<file path="config.mk">
export PLATFORM = sky130hd
export DESIGN_NAME = kd_node_loader
export DESIGN_NICKNAME = d
export VERILOG_FILES = /design/src/logic/kdtree_pkg.sv /design/src/logic/kd_node_loader.sv
export SDC_FILE = /design/constraint.sdc
export NUM_CORES = 1
export LEC_CHECK = 0
export ABC_AREA = 0
export BUFFER_PORTS_ARGS = -buffer_cell sky130_fd_sc_hd__buf_2
export CORE_AREA = 2 2 49 51
export CTS_CLUSTER_DIAMETER = 40
export DETAILED_ROUTE_END_ITERATION = 8
export DIE_AREA = 0 0 51 53
export PLACE_DENSITY = 0.84
export SLEW_MARGIN = 5
export SYNTH_ARGS = -nofsm -noshare
export SYNTH_HDL_FRONTEND = slang
export SYNTH_SLANG_ARGS = --single-unit
</file>
<file path="constraint.sdc">
create_clock -name clk -period 2.1 [get_ports clk]
set_input_delay 0.21 -clock clk [delete_from_list [all_inputs] [get_ports clk]]
set_output_delay 0.21 -clock clk [all_outputs]
set_load 0.005 [all_outputs]
</file>
<file path="src/logic/kdtree_pkg.sv">
package kdtree_pkg;

  // Patch geometry
  localparam int NUM_DIMS    = 5;
  localparam int COORD_WIDTH = 11;
  localparam int PATCH_WIDTH = NUM_DIMS * COORD_WIDTH; // 55 bits per patch

  // Deepest tree the address space supports
  localparam int MAX_DEPTH = 6;
  localparam int MAX_NODES = 2**MAX_DEPTH - 1; // 63 internal nodes

  // Scalar types
  typedef logic signed [COORD_WIDTH-1:0] coord_t; // Coordinate or median
  typedef logic [2:0]                    dim_t;   // Split dimension, 5..7 invalid
  typedef logic [PATCH_WIDTH-1:0]        patch_t; // Dim 0 sits in bits [10:0]
  typedef logic [MAX_DEPTH-1:0]          node_addr_t;
  typedef logic [MAX_DEPTH-1:0]          leaf_idx_t;

  // Reset value of a node split, steers every query to the right child
  localparam dim_t DIM_INVALID = 3'd7;

  // Node configuration word as it arrives on the config port
  typedef struct packed {
    coord_t                 median;    // Upper 11 bits
    logic [COORD_WIDTH-1:0] dim_field; // Lower 11 bits, only [2:0] kept
  } node_cfg_t;

  // Two patches searched side by side
  typedef struct packed {
    patch_t patch_a;
    patch_t patch_b;
  } query_t;

  // Leaf reached by each lane
  typedef struct packed {
    leaf_idx_t leaf_a;
    leaf_idx_t leaf_b;
  } result_t;

endpackage

</file>
<file path="src/logic/kd_node_loader.sv">
`timescale 1ns/100ps

module kd_node_loader
  import kdtree_pkg::*;
#(
  parameter int TREE_DEPTH = 6
) (
  input  logic                 clk,
  input  logic                 rst_n,
  input  logic                 cfg_mode,   // Level from the host FSM
  input  logic                 cfg_strobe, // One pulse per config word
  output logic [MAX_NODES-1:0] node_sel    // One-hot write select
);

  // Address of the last internal node for the configured depth
  localparam node_addr_t LAST_ADDR = node_addr_t'(2**TREE_DEPTH - 2);

  node_addr_t wr_addr; // Next node to be written, breadth-first
  logic       wr_en;

  assign wr_en = cfg_mode & cfg_strobe;

  // Write counter, wraps so a second load starts again at the root
  always_ff @(posedge clk) begin
    if (!rst_n) begin
      wr_addr <= '0;
    end else if (wr_en) begin
      if (wr_addr == LAST_ADDR) begin
        wr_addr <= '0;
      end else begin
        wr_addr <= wr_addr + 1'b1;
      end
    end
  end

  // Decode straight from the counter, all zero when nothing is written
  always_comb begin
    node_sel = '0;
    if (wr_en) begin
      node_sel[wr_addr] = 1'b1;
    end
  end

endmodule

</file>
## Word level (Yosys, flattened, before mapping)

Index checks and enable logic that the tools add are counted.

- Add/subtract/negate cells: 1
- $lt $le $gt $ge: 2
- Equality and inequality tests: 1
- Multiplexer cells: 4
- Bitwise gates (word level): 1
- Reductions and logical operators: 1

Operators by type and width:

| kind | count |
|---|---|
| 63-bit two-way mux | 1 |
| 6-bit by 7-bit less-than comparator with 1-bit output (second input constant) | 1 |
| 6-bit by 1-bit adder with 6-bit output (second input constant) | 1 |
| 1-bit demux with 6-bit select | 1 |
| 6-bit == test (second input constant) | 1 |
| 6-bit by 1-bit >= comparator with 1-bit output (second input constant) | 1 |
| 6-bit two-way mux | 1 |
| 1-bit bitwise AND | 1 |
| 1-bit logical AND | 1 |
| 1-bit two-way mux | 1 |

- Register bits: 6
- Input bits: 4
- Output and inout port bits: 63

## Depth between registers and ports, before layout

- Word-level depth: 5
- Mapped depth: 6
- Depth with buffers taken out: 5

## Least setup slack after synthesis

No wires, ideal clock.

- Kind: reg-to-reg
- Start point: register wr_addr[0]
- End point: register wr_addr[1]
- Setup time: 0.070 ns
- Data arrival time: 1.362 ns
- Required time: 2.030 ns
- Setup slack: 0.668 ns
- Cell stages (with the launch flop): 7
- Period minus slack after synthesis: 1.432 ns
- Cell sequence: dfxtp_1 buf_2 inv_1 ha_1 and4_1 a211o_2 a21oi_1

- Word-level cells in the longest chain between the ends: 2
- Elaborated cells between the ends (all ways): 3
- Classes of those cells: add/sub (1); eq/ne (1); mux (1)

RTL lines:

| what | RTL line | text |
|---|---|---|
| from (decl) | kd_node_loader.sv:18 | `node_addr_t wr_addr;` |
| from (signal assigned) | kd_node_loader.sv:31 | `wr_addr <= wr_addr + 1'b1;` |
| 6-bit by 1-bit adder with 6-bit output / 6-bit == test (equally long branches) | kd_node_loader.sv:31, kd_node_loader.sv:28 |  |
| 6-bit two-way mux * | kd_node_loader.sv:28 | `if (wr_addr == LAST_ADDR) begin` |

Mark *: on every way between the ends. The rest lies on a longest branch, timed or not.
A chain may end at the register's enable or synchronous reset.

## Worst setup path in the final report

- Start point: register wr_addr[4]
- End point: output node_sel[16]

- Word-level cells in the longest chain between the ends: 5
- Elaborated cells between the ends (all ways): 6
- Classes of those cells: order compare (2); mux (3); reduce/logical (1)

RTL lines:

| what | RTL line | text |
|---|---|---|
| 6-bit by 7-bit less-than comparator with 1-bit output (not written as such) / 6-bit by 1-bit >= comparator with 1-bit output (equally long branches) | kd_node_loader.sv:40 | `node_sel[wr_addr] = 1'b1;` |
| 1-bit logical AND (not written as such) | kd_node_loader.sv:40 |  |
| 1-bit two-way mux (not written as such) | kd_node_loader.sv:40 |  |
| 1-bit demux with 6-bit select * | kd_node_loader.sv:40 |  |
| 63-bit two-way mux * | kd_node_loader.sv:39 | `if (wr_en) begin` |
| to (decl) | kd_node_loader.sv:12 | `output logic [MAX_NODES-1:0] node_sel` |

Marked as above.

==> run summary <==
Largest net degree at the start of global routing: 15
All-layer global routing usage: 18.0%
Via Count: 1081
Top cell type's share of synthesized area: 32.8%
Io pins: 67
Vias in the first global route: 861
Clk pwr share: 37.7%
FFs w/ async S/R, synth: 0%
Vias/cell: 4.94
Max Freq: 0.556 GHz
Post-Syn Nets: 136
Rel. slew slack: 75.7%
Syn Area/Cell: 5.64 µm²
Row count: 17
Top post-synthesis cells by area: nor2_1 (33%), dfxtp_1 (16%), nand2_1 (7.2%)
Global-route wire length before repair: 3770 µm
Biggest regs: wr_addr: 6 flops
Core area: 2150 µm²
Cts bufs inserted: 3
Critical path's top delay family: simple AND/OR/NAND/NOR gates
Setup Viol. Count Final: 0
Most flops, register: wr_addr
Gate Count Post-Synth: 130
Count of pins over their slew limit: 0
Final HPWL DP: 2030 µm
Pwr/cell area: 255 nW/µm²
Post-Route Skew: 0.960 ps
Number of diodes: 0
Final Critical Period: 1800 ps
Cell taking the most area after synthesis: nor2_1
Worst-path cell chain: or3b_1 > nor2_1 > buf_2
NetSw: 0.0000750 W
Cells after DPL: 216
R2R Setup Slk: 560 ps
CP max stage cell: dfxtp_1
Clock latency on the worst-skew pair: 240 ps
Leak: 0.569 nW
Status: finished, final reports clean
Hold_ws: 216 ps
Main synth FF type: dfxtp_1
CTS tree: yes
Final GP Congestion: 0.765
Setup bufs post-CTS: 0
Sequential share of power: 46.8%
CP bufs+invs: 1
Fill cell count: 239
Critical path data arrival time: 1590 ps
Critical setup path kind: reg -> out
Layout area overhead: 46.4%
RSZ-0062 raised after global routing: no
# H-tree levels: 1
Max incr delay on CP: 530 ps
Setup crit end kind: output pin
Worst-path fanout max: 14
Area occupied by multi-input gates: 558 µm²
Library cells used by synthesis: 29
Cts repair resizes: 0
Ratio of cells with drive above 1 in the final layout: 39.3%
Final wirelength: 2580 µm
Max_cap viols: 0
Initial Util: 34.1%
Hold_buf cts: 0
Worst Slack Setup Final: 300 ps
Number of clock sinks: 6
Initial antenna violation count: 0
Synth top cells by count: nor2_1 (64), nand2_1 (14), dfxtp_1 (6)
Fin. Hold Viols: 0
Die Wd: 51 µm
Int Power: 0.000198 W
Clk pin slew, worst setup/hold paths: 40 ps
Largest register FFs: 6
Net Sw Frac: 27.5%
Area of the die: 2700 µm²
Synth Cell Area: 733 µm²
Hold Crit Class: in -> reg
GRT Residual Overflow: 0
Post-Place Setup Slack: 569 ps
Post-synthesis sequential element count: 6
Vert. Die Dim: 53 µm
First-pass iteration count of the detailed router: 4
Clk Tree Root Cell: clkbuf_4
Warnings, synthesis: 0
Maximum clock path buffer count: 2
Setup crit start kind: flip-flop
Post-synth EDFFs: 0
Worst vdd rail ir drop: 0.000277 V
Core Util, Final: 50.0%
Avg WL per Cell: 11.8 µm
Final cell count without fillers: 219
Register Area: 120 µm²
Post-route clock period utilization: 85.7%
Comb pwr share: 15.5%
Least-Margin Pin Slew: 364 ps
Initial DRC Count: 33
Required @ worst endpoint: 1890 ps
Number of buffers added on ports: 66
Final nets: 199
Setup TNS Final: 0 ps
Seq/Total Area, Yosys: 16.4%
Number of remaining DRC errors: 0
Top-count cell post-synth: nor2_1
Post-route ant nets: 0
==> worst register-to-register path, cell delays in order, from the launching register on <==
cell and delay, ps:
dfxtp_1 490, inv_1 80, ha_1 220, and4_1 230, a211o_2 330, a21oi_1 120
==> per-layer routing <==
layer / global-route usage (%) / vias up / wire (µm)
met1: 18.4 / 480 / 1040
met5: 0 / - / 0
met4: 4.95 / 0 / 37
met3: 5.37 / 6 / 213
li1: - / 544 / -
met2: 35.1 / 51 / 1290
==> power by group through the flow <==
| stage | Sequential (W) | Combinational, W | Clock [W] |
|---|---|---|---|
| floorplan | 0.000123 | 0.0000385 | 0 |
| global placement | 0.000130 | 0.0000406 | 0 |
| detailed placement | 0.000130 | 0.0000418 | 0 |
| CTS | 0.000128 | 0.0000418 | 0.000107 |
| global route | 0.000129 | 0.0000482 | 0.000112 |
| finish | 0.000128 | 0.0000423 | 0.000103 |
==> logic make-up (layout without fill, tap and decap cells) <==
kind of cell,count (synthesis),in the layout,share of synthesized area (%)
AOI/OAI and AO/OA,12,12,10.8
adders and majority gates,2,2,3.41
buffers and inverters,10,71,7.51
DFF,6,6,16.4
and+or+nand+nor,100,100,61.9
==> area by class of cell <==
class | count | share of cell area (%)
flip-flops and latches | 6 | 11.2
inverters | 2 | 0.699
multi-input cells | 114 | 52.0
well taps | 28 | 3.26
repair buffers | 66 | 30.8
clock buffers | 3 | 2.10
==> layout by cell type (no fill, tap or decap), types with 2 or more instances in the layout <==
cell,count
or3_1,3
a31oi_1,2
or3b_1,2
nand3_1,4
ha_1,2
nand3b_1,2
buf_2,66
nor2b_1,2
a211o_2,2
inv_1,2
dfxtp_1,6
o21ai_0,2
a21oi_1,4
nor2_1,64
nand2_1,14
clkbuf_4,3
==> per-stage QoR <==
step | power, W | cell area (µm²)
after floorplan | 0.000161 | 733
after global placement | 0.000170 | 1050
after detailed placement | 0.000172 | 1050
after CTS | 0.000277 | 1070
after global routing | 0.000290 | 1070
final | 0.000273 | 1070
==> path summary, 6_finish.rpt <==
| path | startpoint | end | cells past startpoint |
|---|---|---|---|
| min reg2reg | wr_addr[5]$_SDFFE_PN0P_ | wr_addr[5]$_SDFFE_PN0P_ | 2 |
| max | wr_addr[4]$_SDFFE_PN0P_ | node_sel[16] | 3 |
| max reg2reg | wr_addr[0]$_SDFFE_PN0P_ | wr_addr[1]$_SDFFE_PN0P_ | 5 |
| min | rst_n | wr_addr[5]$_SDFFE_PN0P_ | 2 |
(Power assumes the default switching activity.)
